<file path="config.mk">
export PLATFORM = sky130hd
export DESIGN_NAME = axilite_reg_slave_flat
export DESIGN_NICKNAME = d
export VERILOG_FILES = /design/src/source/emu_bus_pkg.sv /design/src/source/reg_bus_if.sv /design/src/source/axilite_reg_slave.sv /design/src/flat_wrapper.sv
export SDC_FILE = /design/constraint.sdc
export NUM_CORES = 1
export LEC_CHECK = 0
export ABC_AREA = 0
export ABC_CLOCK_PERIOD_IN_PS = 2700
export BUFFER_PORTS_ARGS = -buffer_cell sky130_fd_sc_hd__buf_2
export CORE_MARGIN = 2
export CORE_UTILIZATION = 41
export CTS_BUF_LIST = sky130_fd_sc_hd__clkbuf_16
export CTS_CLUSTER_SIZE = 10
export DETAILED_ROUTE_END_ITERATION = 16
export PLACE_DENSITY_LB_ADDON = 0.3
export REMOVE_ABC_BUFFERS = 1
export SKIP_CTS_REPAIR_TIMING = 1
export SLEW_MARGIN = 10
export SYNTH_ARGS = -nofsm -noshare
export SYNTH_HDL_FRONTEND = slang
export SYNTH_SLANG_ARGS = --single-unit
</file>
<file path="constraint.sdc">
create_clock -name clk -period 2.7 [get_ports clk]
set_input_delay 0.54 -clock clk [delete_from_list [all_inputs] [get_ports clk]]
set_output_delay 0.54 -clock clk [all_outputs]
set_load 0.01 [all_outputs]
</file>
<file path="src/source/emu_bus_pkg.sv">
`default_nettype none

package emu_bus_pkg;

    // Byte addresses seen on the two host ports
    typedef logic [11:0] csr_addr_t;
    typedef logic [11:0] mem_addr_t;

    typedef logic [31:0] word_t;
    typedef logic [3:0]  strb_t;

    typedef logic [1:0]  resp_t;

    localparam resp_t RESP_OKAY   = 2'b00;
    localparam resp_t RESP_SLVERR = 2'b10;

    // Default ideal memory depth in words
    localparam int MEM_DEPTH = 1024;

endpackage

`default_nettype wire

</file>
<file path="src/source/reg_bus_if.sv">
`timescale 1ns/1ns
`default_nettype none

interface reg_bus_if #(
    parameter int ADDR_W = 12,
    parameter int DATA_W = 32
);

    logic                wen;
    logic [ADDR_W-1:0]   waddr;
    logic [DATA_W-1:0]   wdata;
    logic [DATA_W/8-1:0] wstrb;
    logic [ADDR_W-1:0]   raddr;
    logic [DATA_W-1:0]   rdata;

    modport initiator (
        output wen,
        output waddr,
        output wdata,
        output wstrb,
        output raddr,
        input  rdata
    );

    // Read data is combinational from raddr
    modport target (
        input  wen,
        input  waddr,
        input  wdata,
        input  wstrb,
        input  raddr,
        output rdata
    );

endinterface

`default_nettype wire

</file>
<file path="src/source/axilite_reg_slave.sv">
`timescale 1ns/1ns
`default_nettype none

module axilite_reg_slave #(
    parameter int ADDR_W           = 12,
    parameter int DATA_W           = 32,
    parameter bit FULL_WORD_WRITES = 1'b1
) (
    input  logic                 clk,
    input  logic                 rst,

    input  logic                 awvalid,
    output logic                 awready,
    input  logic [ADDR_W-1:0]    awaddr,
    input  logic                 wvalid,
    output logic                 wready,
    input  logic [DATA_W-1:0]    wdata,
    input  logic [DATA_W/8-1:0]  wstrb,
    output logic                 bvalid,
    input  logic                 bready,
    output emu_bus_pkg::resp_t   bresp,

    input  logic                 arvalid,
    output logic                 arready,
    input  logic [ADDR_W-1:0]    araddr,
    output logic                 rvalid,
    input  logic                 rready,
    output logic [DATA_W-1:0]    rdata,
    output emu_bus_pkg::resp_t   rresp,

    reg_bus_if.initiator         bus
);

    import emu_bus_pkg::*;

    typedef enum logic [1:0] {
        WR_IDLE,
        WR_COMMIT,
        WR_RESP
    } wr_state_t;

    typedef enum logic [1:0] {
        RD_IDLE,
        RD_FETCH,
        RD_RESP
    } rd_state_t;

    wr_state_t           wr_state;
    rd_state_t           rd_state;
    logic                aw_held;
    logic                w_held;
    logic                wr_err;
    logic [ADDR_W-1:0]   wr_addr;
    logic [DATA_W-1:0]   wr_data;
    logic [DATA_W/8-1:0] wr_strb;
    logic [ADDR_W-1:0]   rd_addr;
    logic [DATA_W-1:0]   rd_data;

    // Channels stay closed while a response waits
    assign awready = !aw_held && (wr_state != WR_RESP);
    assign wready  = !w_held && (wr_state != WR_RESP);
    assign bvalid  = (wr_state == WR_RESP);
    assign bresp   = wr_err ? RESP_SLVERR : RESP_OKAY;

    assign arready = (rd_state == RD_IDLE);
    assign rvalid  = (rd_state == RD_RESP);
    assign rdata   = rd_data;
    assign rresp   = RESP_OKAY;

    assign bus.wen   = (wr_state == WR_COMMIT) && !wr_err;
    assign bus.waddr = wr_addr;
    assign bus.wdata = wr_data;
    assign bus.wstrb = wr_strb;
    assign bus.raddr = rd_addr;

    always_ff @(posedge clk) begin
        if (rst) begin
            wr_state <= WR_IDLE;
            aw_held  <= 1'b0;
            w_held   <= 1'b0;
            wr_err   <= 1'b0;
        end else begin
            if (awvalid && awready) begin
                aw_held <= 1'b1;
            end
            if (wvalid && wready) begin
                w_held <= 1'b1;
                wr_err <= FULL_WORD_WRITES && (wstrb != '1);
            end
            case (wr_state)
                WR_IDLE: begin
                    if (aw_held && w_held) begin
                        wr_state <= WR_COMMIT;
                    end
                end
                WR_COMMIT: begin
                    aw_held  <= 1'b0;
                    w_held   <= 1'b0;
                    wr_state <= WR_RESP;
                end
                WR_RESP: begin
                    if (bready) begin
                        wr_state <= WR_IDLE;
                    end
                end
                default: wr_state <= WR_IDLE;
            endcase
        end
    end

    always_ff @(posedge clk) begin
        if (rst) begin
            rd_state <= RD_IDLE;
        end else begin
            case (rd_state)
                RD_IDLE: begin
                    if (arvalid) begin
                        rd_state <= RD_FETCH;
                    end
                end
                RD_FETCH: rd_state <= RD_RESP;
                RD_RESP: begin
                    if (rready) begin
                        rd_state <= RD_IDLE;
                    end
                end
                default: rd_state <= RD_IDLE;
            endcase
        end
    end

    always_ff @(posedge clk) begin
        if (awvalid && awready) begin
            wr_addr <= awaddr;
        end
        if (wvalid && wready) begin
            wr_data <= wdata;
            wr_strb <= wstrb;
        end
        if (arvalid && arready) begin
            rd_addr <= araddr;
        end
        // Target data sampled one edge after the address
        if (rd_state == RD_FETCH) begin
            rd_data <= bus.rdata;
        end
    end

    wen_single_pulse: assert property (@(posedge clk) disable iff (rst)
        bus.wen |=> !bus.wen);

    bvalid_held: assert property (@(posedge clk) disable iff (rst)
        bvalid && !bready |=> bvalid && $stable(bresp));

    rvalid_held: assert property (@(posedge clk) disable iff (rst)
        rvalid && !rready |=> rvalid && $stable(rdata));

endmodule

`default_nettype wire

</file>
<file path="src/flat_wrapper.sv">
// flat-port wrapper written by rule: the top's interface ports become plain ports
module axilite_reg_slave_flat import emu_bus_pkg::*;
#(
    parameter int ADDR_W           = 12,
    parameter int DATA_W           = 32,
    parameter bit FULL_WORD_WRITES = 1'b1
)
  (clk, rst, awvalid, awready, awaddr, wvalid, wready, wdata, wstrb, bvalid, bready, bresp, arvalid, arready, araddr, rvalid, rready, rdata, rresp, bus_wen, bus_waddr, bus_wdata, bus_wstrb, bus_raddr, bus_rdata);
  reg_bus_if #(.ADDR_W(ADDR_W), .DATA_W(DATA_W)) bus_i ();
  input  logic clk;
  input  logic rst;
  input  logic awvalid;
  output logic awready;
  input  logic [ADDR_W-1:0] awaddr;
  input  logic wvalid;
  output logic wready;
  input  logic [DATA_W-1:0] wdata;
  input  logic [DATA_W/8-1:0] wstrb;
  output logic bvalid;
  input  logic bready;
  output emu_bus_pkg::resp_t bresp;
  input  logic arvalid;
  output logic arready;
  input  logic [ADDR_W-1:0] araddr;
  output logic rvalid;
  input  logic rready;
  output logic [DATA_W-1:0] rdata;
  output emu_bus_pkg::resp_t rresp;
  output wire logic [$bits(bus_i.wen)-1:0] bus_wen;
  output wire logic [$bits(bus_i.waddr)-1:0] bus_waddr;
  output wire logic [$bits(bus_i.wdata)-1:0] bus_wdata;
  output wire logic [$bits(bus_i.wstrb)-1:0] bus_wstrb;
  output wire logic [$bits(bus_i.raddr)-1:0] bus_raddr;
  input wire logic [$bits(bus_i.rdata)-1:0] bus_rdata;
  assign bus_wen = bus_i.wen;
  assign bus_waddr = bus_i.waddr;
  assign bus_wdata = bus_i.wdata;
  assign bus_wstrb = bus_i.wstrb;
  assign bus_raddr = bus_i.raddr;
  assign bus_i.rdata = bus_rdata;
  axilite_reg_slave #(.ADDR_W(ADDR_W), .DATA_W(DATA_W), .FULL_WORD_WRITES(FULL_WORD_WRITES)) u_core (.clk(clk), .rst(rst), .awvalid(awvalid), .awready(awready), .awaddr(awaddr), .wvalid(wvalid), .wready(wready), .wdata(wdata), .wstrb(wstrb), .bvalid(bvalid), .bready(bready), .bresp(bresp), .arvalid(arvalid), .arready(arready), .araddr(araddr), .rvalid(rvalid), .rready(rready), .rdata(rdata), .rresp(rresp), .bus(bus_i));
endmodule
</file>
== Word-level counts from Yosys, hierarchy flattened ==
Index checks and enable logic that the tools add are counted.

* Logic and storage cells: 42
* Register bits after elaboration: 99
* Input bits: 99

* Muxes and demuxes: 7
* Reductions and logical operators: 15
* Eq/ne operators: 10

{| class="wikitable"
|+ Operators by type and width
! cell !! count
|-
| $pmux W2 S3 || 2
|-
| $mux W2 || 5
|-
| $logic_and A1 B1 Y1 || 7
|-
| $ne A2 B1 Y1 const B || 3
|-
| $eq A2 B1 Y1 const B || 2
|-
| $eq A2 B2 Y1 const B || 2
|-
| $logic_not A2 Y1 || 2
|-
| $ne A2 B2 Y1 const B || 2
|-
| $ne A4 B4 Y1 const B || 1
|-
| $reduce_and A2 Y1 || 2
|-
| $logic_not A1 Y1 || 3
|-
| $reduce_or A2 Y1 || 1
|}

== Longest topological paths before layout ==
* Depth after elaboration: 3
* Depth in mapped cells: 4

== Worst setup path before layout ==
No wires, ideal clock.

* Path type: register -> register
* Start: reg u_core.rd_state[0]
* End: reg u_core.rd_data[0], in the netlist u_core.rdata[0], enable pin
* Cell stages (with the launch flop): 2
* Path buffers: 0
* Arrival: 1,829 ps
* Setup time: 426 ps
* Period minus slack after synthesis: 2,255 ps
* Required time: 2,274 ps
* Setup slack: 445 ps
* Cells stage by stage: dfxtp_1 > nor2b_1

* Cells in the longest elaborated chain, start to end: 1

{| class="wikitable"
|+ Ends and longest elaborated chain
! item !! line !! RTL
|-
| from (decl) || axilite_reg_slave.sv:49 || <nowiki>rd_state_t rd_state;</nowiki>
|-
| from (signal assigned) || axilite_reg_slave.sv:113 || <nowiki>rd_state <= RD_IDLE;</nowiki>
|-
| from (signal assigned) || axilite_reg_slave.sv:118 || <nowiki>rd_state <= RD_FETCH;</nowiki>
|-
| from (signal assigned) || axilite_reg_slave.sv:121 || <nowiki>RD_FETCH: rd_state <= RD_RESP;</nowiki>
|-
| $eq A2 B1 Y1 || axilite_reg_slave.sv:144 || <nowiki>if (rd_state == RD_FETCH) begin</nowiki>
|-
| to (signal assigned) || axilite_reg_slave.sv:145 || <nowiki>rd_data <= bus.rdata;</nowiki>
|-
| to (decl) || axilite_reg_slave.sv:57 || <nowiki>logic [DATA_W-1:0] rd_data;</nowiki>
|}

Every way passes these cells.
A chain may end at the register's enable or synchronous reset.

== Worst setup path in the final report ==
* Start: reg u_core.wr_state[0]
* End: out awready

* Cells in the longest elaborated chain, start to end: 2

{| class="wikitable"
|+ Ends and longest elaborated chain
! item !! line !! RTL
|-
| from (decl) || axilite_reg_slave.sv:48 || <nowiki>wr_state_t wr_state;</nowiki>
|-
| from (signal assigned) || axilite_reg_slave.sv:78 || <nowiki>wr_state <= WR_IDLE;</nowiki>
|-
| from (signal assigned) || axilite_reg_slave.sv:93 || <nowiki>wr_state <= WR_COMMIT;</nowiki>
|-
| from (signal assigned) || axilite_reg_slave.sv:99 || <nowiki>wr_state <= WR_RESP;</nowiki>
|-
| $ne A2 B2 Y1 || axilite_reg_slave.sv:60 || <nowiki>assign awready = !aw_held && (wr_state != WR_RESP);</nowiki>
|-
| $logic_and A1 B1 Y1 || axilite_reg_slave.sv:60 ||
|-
| to (decl) || flat_wrapper.sv:13 || <nowiki>output logic awready;</nowiki>
|}

Every way passes these cells.

==> results by group <==
Finish
  – Ant. Diodes: 0
  – Layout area overhead: 44.6%
  – Post-layout nets: 439
  – Share of layout cells above drive strength 1: 0.629

Hold path
  – Hold Path Depth: 1
  – Worst hold path class: primary input to register
  – Worst Min Path Start: wdata[14]
  – Hold Path End: u_core.bus.wdata[14]

Critical path
  – Buf/Inv on CP: 2
  – R2R cell count: 4
  – Slowest library cell on the worst path: dfxtp_1
  – Worst r2r src: u_core.wr_state[0]
  – Startpoint types: register
  – Worst path depth: 4
  – Crit-path cells: nand2b_4 -> inv_2 -> nor2_1 -> buf_2
  – Reg-to-reg slack, setup: 1.22 ns
  – CP Class: register to output pin
  – Worst EP arrival: 1.14 ns
  – CP endpoint kind: output pin
  – FF-to-FF End: u_core.bus.waddr[0]
  – Worst EP required: 2.16 ns
  – Max stage delay on crit path: 0.36 ns
  – Dominant delay contributor by cell family on the critical path: flip-flops
  – CP max FO: 6

Timing
  – Final setup viols: 0
  – Clk_skew: 0.00576 ns
  – Maximum clock rate: 594 MHz
  – Slew headroom: 0.641
  – Min Clock Period, post-route: 1.68 ns
  – Hold_ws: 0.384 ns
  – RSZ-0062 raised after global routing: no
  – Period utilization: 0.624
  – Fin. Hold Viols: 0
  – Max Slew Vio Count: 0
  – Slew @ Worst Pin: 0.538 ns
  – Total negative slack: 0 ns

Floorplan
  – Ports: 201
  – Starting Density: 0.427
  – Site Rows: 31
  – Die Span X: 91.1 µm
  – Die ar.: 8300 µm²
  – Core area: 7290 µm²
  – Die height: 91.1 µm

Global routing
  – Initial antenna violation count: 0
  – Busiest layer in global routing: met2
  – First-pass GRT wire length: 9200 µm
  – GRT Overall Usage: 0.147
  – GRT Residual Overflow: 0
  – Vias in the first global route: 1,831
  – Largest net degree at the start of global routing: 38
  – Grt met3 use: 0.0365
  – Met1 Resource Use GR: 0.165
  – Met2 usage: 0.253

Synthesis
  – Cell variety after synth: 21
  – Top post-synthesis cells by area: edfxtp_1 (89%), dfxtp_1 (4.5%), buf_4 (0.97%)
  – Main synth FF type: edfxtp_1
  – Top cell type by total area after synthesis: edfxtp_1
  – Synth Cell Area: 3110 µm²
  – Gate Count Post-Synth: 133
  – Avg Cell Area, Syn: 23.4 µm²
  – Ys Warns: 0
  – FFs w/ async S/R, synth: 0
  – Synth top area share: 0.888
  – Yosys reg bits: 99
  – Register area share after synthesis: 0.933
  – EDFF count, synth: 92

Pwr
  – Leakage: 0.00195 µW
  – Maximum vdd drop: 0.000337 V
  – Pwr per Cell Area: 725 nW/µm²

Routing
  – Via density: 4.37
  – Routed len/inst: 14.3 µm
  – Router iterations before antenna repair: 4
  – Drt initial violations: 71
  – Routed Antenna Nets: 0
  – Remaining DRCs: 0
  – Vias post-DR: 1,942
  – Final wirelength: 6350 µm

CTS
  – Clock sink count: 99
  – CTS Buffer Depth: 2
  – Clock slew at reported path FFs: 0.07 ns
  – CTS Buf Count: 9
  – Root buffer cell: clkbuf_16
  – Clock latency on the worst-skew pair: 0.32 ns
  – CTS tree: yes
  – H-Tree Depth: 3

Status
  – Status: complete, no violations

Placement
  – Routability Congestion: 0.779
  – Port bufs: 197
  – HPWL Detailed: 4990 µm

Run
  – Max-cap viol count: 0
==> logic make-up after synthesis <==
family	Yosys count	share of synthesized area
AO/OA/AOI/OAI	6	0.0125
buffers and inverters	7	0.0133
flip-flops	99	0.933
AND/OR/NAND/NOR	20	0.0402
other	1	0.00121
==> how the worst max path moves through the flow <==
| stage | from | to | slack (ns) |
|---|---|---|---|
| after floorplan | u_core.rd_state[0] | u_core.rdata[0] | 0.44 |
| after global placement | wvalid | u_core.bus.wdata[31] | 1.19 |
| after detailed placement | wvalid | u_core.bus.wdata[23] | 1.16 |
| after CTS | u_core.wr_state[0] | awready | 1.00 |
| after global routing | u_core.wr_state[0] | awready | 0.91 |
| final | u_core.wr_state[0] | awready | 1.02 |
==> registers in the layout (all words and copies together) (netlist names) <==
name / cells
u_core.bus.wdata: 32
u_core.bus.waddr: 12
u_core.bus.wstrb: 4
u_core.rdata: 32
u_core.rd_state: 2
u_core.wr_err: 1
u_core.aw_held: 1
u_core.wr_state: 2
u_core.w_held: 1
u_core.bus.raddr: 12
==> worst register-to-register path, stage by stage, from the launching register on <==
cell,delay [ns]
dfxtp_1,0.36
nand2b_4,0.18
inv_2,0.05
nor2_1,0.09
and2_1,0.44
==> through the flow <==
step | std cells | utilization | worst slack (ns) | cell area [µm²] | total power, µW
4_1_cts | 444 | 0.617 | 1.00 | 4500 | 3300
3_5_place_dp | 428 | 0.577 | 1.16 | 4210 | 2100
5_1_grt | 444 | 0.617 | 0.911 | 4500 | 3390
3_3_place_gp | 428 | 0.577 | 1.19 | 4210 | 2090
2_1_floorplan | 131 | - | 0.445 | 3090 | 1940
6_report | 444 | 0.617 | 1.02 | 4500 | 3260
==> final cells by class <==
class | count | area [µm²]
tap | 99 | 124
clock inverter | 7 | 63.8
multi-input combinational | 29 | 178
timing repair buffer | 198 | 993
sequential | 99 | 2900
fill | 596 | 2790
clock buffer | 9 | 225
inverter | 3 | 11.3
==> layer usage <==
metal  wire (µm)  vias to the layer above  part of all wire
met1        2430                      889              0.38
met4         157                        0             0.025
li1            -                      921                 -
met3         473                       14             0.074
met5           0                        -                 0
met2        3300                      118              0.52
==> Yosys cell counts (2+ instances only) <==
cell type and instances:
dfxtp_1 7, a21oi_1 3, buf_4 4, nor3_1 2, inv_1 2, edfxtp_1 92, nor2_1 5, and2_1 2
nor2b_1 4
==> placed cells by master, fill, tap and decap left out <==
master,n
a211oi_2,1
a21oi_1,3
a31oi_1,1
and2_1,2
and2b_2,1
and3_4,1
and4_1,1
buf_2,197
buf_4,1
bufinv_16,1
clkbuf_16,9
clkinv_2,1
clkinv_4,2
conb_1,3
dfxtp_1,7
edfxtp_1,92
inv_1,5
inv_2,1
nand2_1,1
nand2b_1,1
nand2b_4,1
nor2_1,5
nor2b_1,3
nor2b_2,1
nor3_1,2
nor4_1,1
o21ai_0,1
==> report_power, final <==
group | leakage, µW | switching, µW | total, µW | internal [µW]
Clock | 0.000153 | 491 | 1200 | 709
Sequential | 0.000926 | 22.9 | 1810 | 1780
Combinational | 0.000867 | 143 | 258 | 114
Total | 0.00195 | 657 | 3260 | 2610
(Power assumes the default switching activity.)
