===== config.mk =====
export PLATFORM = sky130hd
export DESIGN_NAME = emu_csr_regs_flat
export DESIGN_NICKNAME = d
export VERILOG_FILES = /design/src/source/emu_bus_pkg.sv /design/src/source/emu_regs_pkg.sv /design/src/source/reg_bus_if.sv /design/src/source/emu_csr_regs.sv /design/src/flat_wrapper.sv
export SDC_FILE = /design/constraint.sdc
export NUM_CORES = 1
export LEC_CHECK = 0
export BUFFER_PORTS_ARGS = -buffer_cell sky130_fd_sc_hd__buf_4
export CAP_MARGIN = 20
export CORE_MARGIN = 3
export CORE_UTILIZATION = 45
export DETAILED_ROUTE_END_ITERATION = 8
export HOLD_SLACK_MARGIN = 0.15
export PLACE_DENSITY = 0.67
export SLEW_MARGIN = 40
export SYNTH_ARGS = -nofsm -noshare
export SYNTH_HDL_FRONTEND = slang
export SYNTH_SLANG_ARGS = --single-unit

===== constraint.sdc =====
create_clock -name clk -period 2.9 [get_ports clk]
set_clock_uncertainty 0.15 [all_clocks]
set_input_delay 0.145 -clock clk [delete_from_list [all_inputs] [get_ports clk]]
set_output_delay 0.145 -clock clk [all_outputs]
set_load 0.005 [all_outputs]

===== src/source/emu_bus_pkg.sv =====
`default_nettype none

package emu_bus_pkg;

    // Byte addresses seen on the two host ports
    typedef logic [11:0] csr_addr_t;
    typedef logic [11:0] mem_addr_t;

    typedef logic [31:0] word_t;
    typedef logic [3:0]  strb_t;

    typedef logic [1:0]  resp_t;

    localparam resp_t RESP_OKAY   = 2'b00;
    localparam resp_t RESP_SLVERR = 2'b10;

    // Default ideal memory depth in words
    localparam int MEM_DEPTH = 1024;

endpackage

`default_nettype wire


===== src/source/emu_regs_pkg.sv =====
`default_nettype none

package emu_regs_pkg;

    typedef logic [63:0] cycle_t;

    // Control register map
    localparam emu_bus_pkg::csr_addr_t REG_EMU_CSR  = 12'h000;
    localparam emu_bus_pkg::csr_addr_t REG_CYCLE_LO = 12'h008;
    localparam emu_bus_pkg::csr_addr_t REG_CYCLE_HI = 12'h00C;

    // EMU_CSR fields
    localparam int CSR_HALT_BIT = 0;

endpackage

`default_nettype wire


===== src/source/reg_bus_if.sv =====
`timescale 1ns/1ns
`default_nettype none

interface reg_bus_if #(
    parameter int ADDR_W = 12,
    parameter int DATA_W = 32
);

    logic                wen;
    logic [ADDR_W-1:0]   waddr;
    logic [DATA_W-1:0]   wdata;
    logic [DATA_W/8-1:0] wstrb;
    logic [ADDR_W-1:0]   raddr;
    logic [DATA_W-1:0]   rdata;

    modport initiator (
        output wen,
        output waddr,
        output wdata,
        output wstrb,
        output raddr,
        input  rdata
    );

    // Read data is combinational from raddr
    modport target (
        input  wen,
        input  waddr,
        input  wdata,
        input  wstrb,
        input  raddr,
        output rdata
    );

endinterface

`default_nettype wire


===== src/source/emu_csr_regs.sv =====
`timescale 1ns/1ns
`default_nettype none

module emu_csr_regs (
    input  logic       clk,
    input  logic       rst,
    reg_bus_if.target  bus
);

    import emu_bus_pkg::*;
    import emu_regs_pkg::*;

    localparam int WORD_W = $bits(word_t);

    logic   halt;
    cycle_t cycle;
    word_t  rd_word;
    logic   wr_csr;
    logic   wr_lo;
    logic   wr_hi;

    assign wr_csr = bus.wen && (bus.waddr == REG_EMU_CSR);
    assign wr_lo  = bus.wen && (bus.waddr == REG_CYCLE_LO);
    assign wr_hi  = bus.wen && (bus.waddr == REG_CYCLE_HI);

    always_ff @(posedge clk) begin
        if (rst) begin
            halt <= 1'b0;
        end else if (wr_csr && bus.wstrb[CSR_HALT_BIT/8]) begin
            halt <= bus.wdata[CSR_HALT_BIT];
        end
    end

    // Free running unless halted and host writable only when halted
    always_ff @(posedge clk) begin
        if (rst) begin
            cycle <= '0;
        end else if (!halt) begin
            cycle <= cycle + cycle_t'(1);
        end else begin
            for (int i = 0; i < $bits(strb_t); i++) begin
                if (wr_lo && bus.wstrb[i]) begin
                    cycle[i*8 +: 8] <= bus.wdata[i*8 +: 8];
                end
                if (wr_hi && bus.wstrb[i]) begin
                    cycle[WORD_W + i*8 +: 8] <= bus.wdata[i*8 +: 8];
                end
            end
        end
    end

    always_comb begin
        rd_word = '0;
        case (bus.raddr)
            REG_EMU_CSR:  rd_word[CSR_HALT_BIT] = halt;
            REG_CYCLE_LO: rd_word = cycle[WORD_W-1:0];
            REG_CYCLE_HI: rd_word = cycle[$bits(cycle_t)-1 -: WORD_W];
            default:      rd_word = '0;
        endcase
    end

    assign bus.rdata = rd_word;

    cycle_frozen_when_halted: assert property (@(posedge clk) disable iff (rst)
        halt && !bus.wen |=> cycle == $past(cycle));

endmodule

`default_nettype wire


===== src/flat_wrapper.sv =====
// flat-port wrapper written by rule: the top's interface ports become plain ports
module emu_csr_regs_flat import emu_bus_pkg::*; import emu_regs_pkg::*;
  (clk, rst, bus_wen, bus_waddr, bus_wdata, bus_wstrb, bus_raddr, bus_rdata);
  reg_bus_if bus_i ();
  input  logic clk;
  input  logic rst;
  input wire logic [$bits(bus_i.wen)-1:0] bus_wen;
  input wire logic [$bits(bus_i.waddr)-1:0] bus_waddr;
  input wire logic [$bits(bus_i.wdata)-1:0] bus_wdata;
  input wire logic [$bits(bus_i.wstrb)-1:0] bus_wstrb;
  input wire logic [$bits(bus_i.raddr)-1:0] bus_raddr;
  output wire logic [$bits(bus_i.rdata)-1:0] bus_rdata;
  assign bus_i.wen = bus_wen;
  assign bus_i.waddr = bus_waddr;
  assign bus_i.wdata = bus_wdata;
  assign bus_i.wstrb = bus_wstrb;
  assign bus_i.raddr = bus_raddr;
  assign bus_rdata = bus_i.rdata;
  emu_csr_regs u_core (.clk(clk), .rst(rst), .bus(bus_i));
endmodule

Yosys cells after proc, flatten, opt, wreduce, memory -nomap -nowiden
Cells that the tools add are included.

operators by class
  add/subtract/negate cells = 1
  equal/unequal tests = 12
  mux-type cells = 11
  reduce and logical (&&, ||, !) cells = 14

operators with widths
  cell                     number
  $add A64 B1 Y64 const B  1
  $mux W64                 1
  $mux W8                  8
  $pmux W31 S2             1
  $eq A12 B4 Y1 const B    4
  $logic_not A12 Y1        2
  $ne A2 B2 Y1 const B     8
  $logic_and A1 B1 Y1      12
  $pmux W1 S3              1

word-level totals
  flip-flop bits (word level) = 65
  bits of input ports = 63
  word-level logic and storage cells = 47

Longest topological paths before layout
Gate-level depths: netlist of run 1.

  depth after elaboration = 5
  mapped depth = 8

Least setup slack after synthesis of run 1
Ideal clock, no wire load.

  kind = reg-to-reg
  from = reg u_core.cycle[0]
  to = reg u_core.cycle[54]
  library setup time = 0.145 ns
  arrival time = 2.148 ns
  required time = 2.605 ns
  setup slack = 0.458 ns
  stages on the path, launching flop included = 9
  clock period less this slack = 2.442 ns
  cells stage by stage = dfxtp_1 -> ha_1 -> and3_1 -> nand4_1 -> or4b_1 -> buf_2 -> o21a_1 -> nor3_2 -> a311oi_2

between the ends
  longest elaborated chain between the ends = 2

ends and longest elaborated chain
  element                           line                source
  start: declaration                emu_csr_regs.sv:16  cycle_t cycle;
  start signal: assignment          emu_csr_regs.sv:39  cycle <= cycle + cycle_t'(1);
  start signal: indexed assignment  emu_csr_regs.sv:43  cycle[i*8 +: 8] <= bus.wdata[i*8 +: 8];
  start signal: indexed assignment  emu_csr_regs.sv:46  cycle[WORD_W + i*8 +: 8] <= bus.wdata[i*8 +: 8];
  $add A64 B1 Y64                   emu_csr_regs.sv:39
  $mux W64                          emu_csr_regs.sv:38  end else if (!halt) begin

Every way passes these cells.
A chain may end at the register's enable or synchronous reset.

Worst setup path in the final report of run 1
  from = reg u_core.cycle[5]
  to = reg u_core.cycle[19]

The elaborated chain is that of the path after synthesis.

==> run_results.csv, run 1 <==
group,metric,value,unit
worst_hold_path,hold_depth,3,
timing,min_period,2.76,ns
yosys,synth_edf_count,0,
global_routing,overflow,0,
detailed_routing,antenna_left,0,
yosys,synthArstFlopShare,0,%
timing,setup_slack,0.139,ns
timing,hold_violations,0,
floorplanning,die_height,108,um
clocking,path_clk_slew,0.09,ns
critical_path,crit_path_max_fanout,8,
clocking,htreeDepth,3,
worst_hold_path,whs_endpoint,"u_core.cycle[40]",
power,cellPowerDensity,299,mW/mm^2
placement,dp_hpwl,11.6,mm
clocking,clk_path_buf_depth,2,
detailed_routing,drc,0,
floorplanning,die_area,0.0116,sq mm
yosys,yosys-top-cells-area,"dfxtp_1, a22o_1, nand3_1",
power,power,0.00189,W
floorplanning,row_count,36,
placement,port_buffers,94,
clocking,cts_sinks,65,
status,status,"finished, final reports clean",
clocking,clk_latency,0.36,ns
timing,setup_viol,0,
detailed_routing,vias,5509,
floorplanning,pin_count,95,
yosys,synth_top_area_share,27.9,%
power,leakage,2.38,nW
job,maxCapViolCount,0,
finish,drive_gt1_share,21.0,%
critical_path,critPathArrivalTime,2.87,ns
timing,slew_viol_final,0,
placement,gp_congestion,0.934,
floorplanning,core,0.00991,sq mm
yosys,yosys_most_used_dff,"dfxtp_1",
yosys,yosysWarnings,0,
finish,layout_commonest_cell,"buf_4",
global_routing,grt_first_pass_wirelength,26.9,mm
global_routing,antenna_found_initial,0,
finish,num-fill-cells,910,
timing,worstMarginPinSlew,0.618,ns
worst_hold_path,hp-start,"rst",
finish,area_delta_synth_final,34.9,%
finish,diodes,0,
detailed_routing,postRouteWirelength,16.8,mm
finish,nets,807,
critical_path,crit_type,"reg2reg",
clocking,cts_tree,"done",
yosys,syn_avg_cell_area,7.68,sq um
timing,finalCritPeriodShare,95.2,%
yosys,synth.cell_area,0.00467,sq mm
detailed_routing,vias_per_cell,6.25,
critical_path,start_kind,"register",
detailed_routing,wl_per_cell,19.1,um
yosys,yosysTopAreaCell,"dfxtp_1",
yosys,syn-instance-count,608,
finish,final_util,63.6,%
global_routing,grt_max_degree,58,
yosys,yosysSeqAreaShare,27.9,%
yosys,ys_ff_latch,65,
yosys,synth_fp_nets,672,
clocking,cts_root_buf,"clkbuf_8",
timing,relSlewSlack,58.8,%
global_routing,grt_pass1_vias,5290,
detailed_routing,firstDrtPassIters,7,
clocking,cts_buffers,9,
critical_path,critPathCaptureType,"register",
finish,final_cell_mix,"buf_4, dfxtp_1, nand2_1",
critical_path,r2r_cells,7,
floorplanning,die_w,108,um
critical_path,worstPathRequired,3.01,ns
global_routing,groute.usage.overall,29.2,%
critical_path,rrSetupSlack,0.14,ns
yosys,ys_types,62,
floorplanning,start_util,47.1,%
timing,fin_setup_tns,0,ns
placement,place_ws,0.259,ns
timing,max_freq,362,MHz
critical_path,reg2reg_from,"u_core.cycle[5]",
timing,grt_setup_unrepaired,"false",
critical_path,timing.rr.end,"u_core.cycle[19]",
worst_hold_path,hp-class,"in2reg",
power,vdd_ir_drop_max,0.160,mV
detailed_routing,drt-initial-drc-count,448,
-- metrics by stage --
step / area [sq um] / std cells / hold WS, ns
2_1_floorplan: 4670 / 608 / 0.139
6_report: 6300 / 881 / 0.189
3_3_place_gp: 5590 / 815 / 0.267
3_5_place_dp: 5590 / 815 / 0.272
4_1_cts: 6290 / 881 / 0.171
5_1_grt: 6300 / 881 / 0.214
-- critical path: stages (launching register included) --
cell and delay [ns]:
dfxtp_1 0.46, and3_1 0.42, nand4_2 0.39, nor2_4 0.31, a21oi_1 0.10, o21ai_1 0.15
a31oi_1 0.09, dlygate4sd3_1 0.58
-- state kept, by name, summed over array words and instances, names as in the netlist --
signal / count
u_core.cycle: 64
u_core.halt: 1
-- synth_stat cells, drive strengths merged, types with 2 or more instances --
library cell and instances:
xor2 17, nand3 53, nor4 15, inv 5
o211ai 4, nand2 63, a22oi 3, and3 21
nor2b 2, mux2 12, o22ai 5, a21o 2
and4 6, or4 4, a31oi 16, nor3 21
nand4 26, buf 12, nor4b 2, dfxtp 65
a311oi 17, a22o 31, xnor2 15, and2 3
a21oi 37, or2 2, nor2 51, or3 4
o21ai 22, o221a 3, a211oi 4, or4b 2
mux2i 16, nand2b 3, clkbuf 32
-- per-layer routing --
metal	vias to the layer above	wire length, um	part of all wire [%]	GRT usage, %
li1	2568	-	-	-
met1	2621	7240	43	40.3
met2	287	7750	46	46.6
met3	33	1440	8.5	3.54
met4	0	398	2.4	10.8
met5	-	0	0	0
-- repair_timing --
action	in CTS	in global routing
resized for setup	0	3
setup buffers	0	0
endpoints found under the hold margin	63	0
hold buffers	50	0
endpoints found under the setup margin	0	2
-- how the worst max path moves through the flow --
stage                                  end        startpoint  slack, ns
after CTS                 u_core.cycle[19]   u_core.cycle[5]       0.03
after detailed placement  u_core.cycle[57]      bus_waddr[4]       0.26
after floorplan           u_core.cycle[54]   u_core.cycle[0]       0.46
final                     u_core.cycle[19]   u_core.cycle[5]       0.14
after global placement    u_core.cycle[57]      bus_waddr[4]       0.32
after global routing      u_core.cycle[41]  u_core.cycle[19]       0.06
-- cell families after synthesis --
family                     Yosys count  synth area share (%)
AOI/OAI and AO/OA                  153                  22.8
DFF                                 65                  27.9
buffers and inverters               49                  4.31
and+or+nand+nor                    280                  32.4
xor gates and xnor gates            32                  6.00
adders and majority gates            1                 0.268
muxes                               28                  6.32
-- power breakdown --
group          internal [W]  switching (W)  total (W)
logic              0.000105      0.0000736   0.000179
clock network      0.000395       0.000404   0.000799
registers          0.000898     0.00000896   0.000907
total               0.00140       0.000487    0.00189
-- area by class of cell --
class                   count  area, sq um  area share (%)
multi-input cells         494         3190            50.7
repair buffers            168         1420            22.6
flip-flops and latches     65         1300            20.7
well taps                 133          166            2.64
clock buffers               9          124            1.97
clock inverters             7         71.3            1.13
inverters                   5         18.8           0.298
(Power assumes the default switching activity.)
==> run 2: changes to the inputs <==
--- a/config.mk
+++ b/config.mk
@@ -5,13 +5,13 @@
 export SDC_FILE = /design/constraint.sdc
 export NUM_CORES = 1
 export LEC_CHECK = 0
-export BUFFER_PORTS_ARGS = -buffer_cell sky130_fd_sc_hd__buf_4
 export CAP_MARGIN = 20
 export CORE_MARGIN = 3
 export CORE_UTILIZATION = 45
 export DETAILED_ROUTE_END_ITERATION = 8
+export DONT_BUFFER_PORTS = 1
 export HOLD_SLACK_MARGIN = 0.15
-export PLACE_DENSITY = 0.67
+export PLACE_DENSITY = 0.6
 export SLEW_MARGIN = 40
 export SYNTH_ARGS = -nofsm -noshare
 export SYNTH_HDL_FRONTEND = slang
==> run 2 against run 1 <==
Net effect:
- register-to-register slack worse by 0.06 ns
- clock power down 15%
- non-clock buffer count fell by 69
- worst hold slack gained 0.064 ns
- setup slack lost 0.058 ns
- critical path depth grew 1
- sequential share of layout area increased by 2.0 points
- sequential power barely moved
- via count down 3.8%
- flip-flop and latch count unchanged
- final cell count down 7.8%
- critical path type is now in2reg
- largest cell class unchanged
- highest routed layer unchanged
==> run_results.csv, run 2 (synthesized netlist as in run 1, its figures left out) <==
group,metric,value,unit
placement,dp_hpwl,11.5,mm
finish,largest-register,"u_core.cycle",
critical_path,r2r_cells,8,
floorplanning,die_height,108,um
detailed_routing,maxUsedRoutingLayer,"met4",
timing,finalCritPeriodShare,97.2,%
finish,area_delta_synth_final,24.3,%
power,vdd_ir_drop_max,0.191,mV
finish,largest_reg_flops,64,
critical_path,crit_type,"in2reg",
power,power,0.00171,W
detailed_routing,antenna_left,0,
timing,min_period,2.82,ns
job,maxCapViolCount,0,
worst_hold_path,hp-class,"in2reg",
power,cellPowerDensity,294,mW/mm^2
global_routing,groute.usage.overall,28.9,%
floorplanning,start_util,47.1,%
detailed_routing,postRouteWirelength,17.1,mm
timing,worstMarginPinSlew,0.570,ns
detailed_routing,drc,0,
timing,setup_viol,0,
critical_path,crit_start,"bus_waddr[1]",
critical_path,critPathArrivalTime,2.97,ns
placement,place_ws,0.288,ns
finish,diodes,0,
critical_path,worstPathRequired,3.05,ns
clocking,cts_root_buf,"clkbuf_8",
status,status,"finished, final reports clean",
critical_path,path_cells,"or4b_1 -> nor4_4 -> buf_6 -> and3_1 -> a2bb2oi_1 -> dlygate4sd3_1 -> a21oi_1 -> dlygate4sd3_1",
clocking,cts_sinks,65,
detailed_routing,dr_wl_met3,1.37,mm
placement,gp_congestion,0.883,
clocking,htreeDepth,3,
detailed_routing,drt-initial-drc-count,588,
finish,reg.largest.list,"u_core.cycle: 64 flops, u_core.halt: 1 flops",
global_routing,grt_max_degree,85,
detailed_routing,firstDrtPassIters,7,
finish,nets,738,
global_routing,antenna_found_initial,0,
global_routing,overflow,0,
floorplanning,row_count,36,
placement,port_buffers,0,
timing,slew_viol_final,0,
worst_hold_path,hp-start,"bus_wstrb[3]",
detailed_routing,vias,5299,
timing,relSlewSlack,61.7,%
floorplanning,die_w,108,um
clocking,cts_buffers,9,
critical_path,crit_path_top_delay_cell,"or4b_1",
critical_path,cpMostUsedCell,"dlygate4sd3_1",
critical_path,reg2reg_from,"u_core.cycle[5]",
detailed_routing,vias_per_cell,6.53,
timing,setup_slack,0.0810,ns
timing,grt_setup_unrepaired,"true",
finish,drive_gt1_share,11.9,%
global_routing,grt_pass1_vias,5089,
floorplanning,core,0.00991,sq mm
critical_path,critPathCaptureType,"register",
finish,final_cell_mix,"dlygate4sd3_1, nand2_1, nand3_1, dfxtp_1, nor2_1",
clocking,clk_latency,0.36,ns
timing,whs,0.253,ns
detailed_routing,wl_met1,7.43,mm
floorplanning,pin_count,95,
power,leakage,2.06,nW
detailed_routing,wl_met2,7.86,mm
clocking,path_clk_slew,0.07,ns
detailed_routing,wl_per_cell,21.1,um
critical_path,start_kind,"input port",
worst_hold_path,hold_depth,3,
critical_path,critical-path-max-stage-delay,0.66,ns
clocking,cts_tree,"done",
floorplanning,die_area,0.0116,sq mm
critical_path,crit_path_max_fanout,10,
timing,hold_violations,0,
clocking,clk_path_buf_depth,2,
global_routing,grt_first_pass_wirelength,26.3,mm
timing,max_freq,355,MHz
finish,layout_commonest_cell,"dlygate4sd3_1",
## run 2: worst paths after layout
kind | end | slack [ns]
worst min register to register | u_core.cycle[22] | 0.35
worst max-delay path | u_core.cycle[9] | 0.08
worst min-delay path | u_core.cycle[62] | 0.25
worst max register to register | u_core.cycle[21] | 0.08
## run 2: layout make-up
| class | instances | area (sq um) |
|---|---|---|
| inverters | 5 | 18.8 |
| clock inverters | 4 | 20.0 |
| multi-input cells | 494 | 3210 |
| flip-flops and latches | 65 | 1320 |
| well taps | 133 | 166 |
| repair buffers | 99 | 940 |
| clock buffers | 12 | 135 |
| fillers | 966 | 4100 |
## run 2: worst max-delay path, delay by kind of cell
| family | cells | cell delay, ns |
|---|---|---|
| buf+inv | 3 | 1.33 |
| simple gates | 3 | 1.27 |
| compound gates | 2 | 0.23 |
## run 2: what timing repair did
action / in CTS / in global routing
resized for setup: 0 / 18
setup endpoints to repair: 0 / 9
buffers inserted: 0 / 3
endpoints found under the hold margin: 65 / 0
hold buffers: 69 / 0
## run 2: metal layers
| layer | up-vias | GRT usage [%] |
|---|---|---|
| met1 | 2573 | 38.5 |
| met5 | - | 0 |
| met3 | 36 | 5.94 |
| li1 | 2438 | - |
| met2 | 252 | 45.6 |
| met4 | 0 | 11.7 |
## run 2: metrics by stage
stage               cells  instance area (sq um)  setup TNS, ns  util (%)
detailed placement    723                   4880              0      49.2
CTS                   808                   5730              0      57.8
global placement      723                   4880              0      49.2
finish                812                   5810              0      58.6
floorplan             608                   4670              0         -
global route          812                   5810        -0.0790      58.6
## run 2: report_power, final
part	total, W	switching [W]	leakage, nW	internal (W)
registers	0.000907	0.00000866	0.530	0.000898
clock network	0.000683	0.000378	0.0839	0.000306
logic	0.000119	0.0000582	1.44	0.0000606
total	0.00171	0.000445	2.06	0.00126
==> run 3: changes to the inputs <==
==> constraint.sdc (replaced) <==
create_clock -name clk -period 2.9 [get_ports clk]
set_clock_uncertainty 0.15 [all_clocks]
set_input_delay 0.435 -clock clk [delete_from_list [all_inputs] [get_ports clk]]
set_output_delay 0.435 -clock clk [all_outputs]
set_load 0.005 [all_outputs]
==> run 3 against run 2 <==
Net effect:
- combinational power shrank 17%
- final cell count shrank 2.5%
- via count shrank 3.0%
- critical path depth shrank 1
- wire length shrank 5.4%
- worst hold slack lost 0.089 ns
- die area is the same
- sequential share of layout area grew 0.69 points
- power grew 0.92%
- critical path type unchanged
- critical endpoint is now u_core.cycle[17]
- largest power group unchanged
==> run_results.csv, run 3 (synthesized netlist as in run 1, its figures left out) <==
group,metric,value,unit
power,switchingPower,0.000422,W
placement,port_buffers,0,
detailed_routing,vias_per_cell,6.49,
power,cellPowerDensity,309,mW/mm^2
global_routing,grt_first_pass_wirelength,26.2,mm
job,maxCapViolCount,0,
status,status,"finished, final reports clean",
timing,worstMarginPinSlew,0.578,ns
detailed_routing,firstDrtPassIters,5,
global_routing,grt_pass1_vias,4920,
detailed_routing,drc,0,
floorplanning,row_count,36,
global_routing,groute.usage.overall,28.6,%
finish,nets,718,
timing,hold_violations,0,
finish,layout_commonest_cell,"dfxtp_1",
power,vdd_ir_drop_max,0.155,mV
critical_path,critPathArrivalTime,2.85,ns
power,internal_power,0.00130,W
finish,multi_input_area,0.00318,sq mm
timing,min_period,2.70,ns
clocking,path_clk_slew,0.08,ns
timing,grt_setup_unrepaired,"false",
finish,reg.largest.list,"u_core.cycle: 64 flops, u_core.halt: 1 flops",
timing,relSlewSlack,61.4,%
power,leakage,1.95,nW
timing,fin_setup_tns,0,ns
floorplanning,die_area,0.0116,sq mm
worst_hold_path,hp-class,"in2reg",
power,swShare,24.5,%
timing,slew_viol_final,0,
timing,max_freq,371,MHz
detailed_routing,drt-initial-drc-count,388,
finish,num-fill-cells,954,
clocking,clk_latency,0.36,ns
floorplanning,core,0.00991,sq mm
finish,area_delta_synth_final,19.4,%
critical_path,worstPathRequired,3.06,ns
floorplanning,die_height,108,um
power,comb_power_share,5.7,%
finish,regArea,0.00130,sq mm
clocking,cts_tree,"done",
global_routing,overflow,0,
detailed_routing,vias,5138,
clocking,cts_sinks,65,
critical_path,critPathCaptureType,"register",
timing,finalCritPeriodShare,93.0,%
detailed_routing,wl_per_cell,20.4,um
floorplanning,pin_count,95,
floorplanning,start_util,47.1,%
finish,drive_gt1_share,11.1,%
placement,gp_congestion,0.900,
finish,largest-register,"u_core.cycle",
finish,largest_reg_flops,64,
placement,dp_hpwl,11.5,mm
critical_path,crit_path_max_fanout,20,
floorplanning,die_w,108,um
global_routing,grt_max_degree,85,
clocking,clk_path_buf_depth,2,
clocking,cts_buffers,9,
critical_path,reg2reg_from,"u_core.cycle[9]",
clocking,htreeDepth,3,
detailed_routing,postRouteWirelength,16.2,mm
power,p_clk_share,41.6,%
worst_hold_path,hp-start,"bus_wdata[7]",
placement,dp.cells,734,
finish,final_cell_mix,"dfxtp_1, nand2_1, nand3_1",
global_routing,antenna_found_initial,0,
clocking,cts_root_buf,"clkbuf_8",
timing,setup_viol,0,
critical_path,crit_type,"in2reg",
critical_path,crit_start,"bus_waddr[4]",
detailed_routing,antenna_left,0,
critical_path,start_kind,"input port",
power,pwr-share-seq,52.7,%
finish,instances_no_fill,792,
finish,diodes,0,
[run 3: changes by cell type in the layout (fill, tap and decap cells not counted), moves of 2 or more]
| cell | delta |
|---|---|
| clkbuf_8 | +2 |
| dfxtp_2 | -11 |
| dlygate4sd3_1 | -27 |
| nor3_2 | -2 |
| dfxtp_1 | +11 |
| buf_4 | +8 |
| nor3_1 | +2 |
[run 3: power groups by stage]
stage	logic [W]	registers (W)	clock network [W]
after floorplan	0.0000439	0.000926	0
final	0.0000984	0.000908	0.000718
after global placement	0.0000415	0.000928	0
after detailed placement	0.0000427	0.000929	0
after CTS	0.0000978	0.000908	0.000730
after global routing	0.000107	0.000909	0.000766
[run 3: cell type report]
type | instances | area share (%)
multi-input combinational | 494 | 57.0
sequential | 65 | 23.4
timing repair buffer | 79 | 13.2
tap | 133 | 2.98
clock buffer | 13 | 2.85
inverter | 5 | 0.337
clock inverter | 3 | 0.269
[run 3: path summary, 6_finish.rpt]
kind | cells after the start | to | slack, ns
hold reg to reg | 2 | u_core.cycle[9] | 0.37
setup reg to reg | 6 | u_core.cycle[54] | 0.20
setup / recovery | 7 | u_core.cycle[17] | 0.20
hold / removal | 2 | u_core.cycle[7] | 0.16
[run 3: metal layers]
metal  up-vias  part of all wire [%]  global-route usage, %
li1       2402                     -                      -
met1      2503                    44                   38.1
met2       211                    47                   46.8
met3        22                   7.0                   5.10
met4         0                   1.8                   9.38
met5         -                     0                      0
[run 3: repair_timing]
| action | 4_1_cts | 5_1_grt |
|---|---|---|
| gates resized for setup | 0 | 0 |
| endpoints found under the hold margin | 50 | 0 |
| hold buffers | 42 | 0 |
| setup buffers | 0 | 0 |
[run 3: per-stage QoR]
step	power, W	area [sq um]	setup slack, ns	hold WS, ns	util, %
6_report	0.00172	5580	0.202	0.164	56.3
5_1_grt	0.00178	5580	0.0251	0.170	56.3
4_1_cts	0.00174	5580	0.240	0.154	56.3
3_5_place_dp	0.000971	4970	0.160	0.353	50.2
3_3_place_gp	0.000970	4970	0.180	0.343	50.2
2_1_floorplan	0.000970	4670	0.395	0.329	-
[run 3: critical path: stages]
cell           delay [ns]
or4_1                0.62
nor4_2               0.43
buf_12               0.21
and3_1               0.32
nand2_1              0.10
a31oi_1              0.16
dlygate4sd3_1        0.57
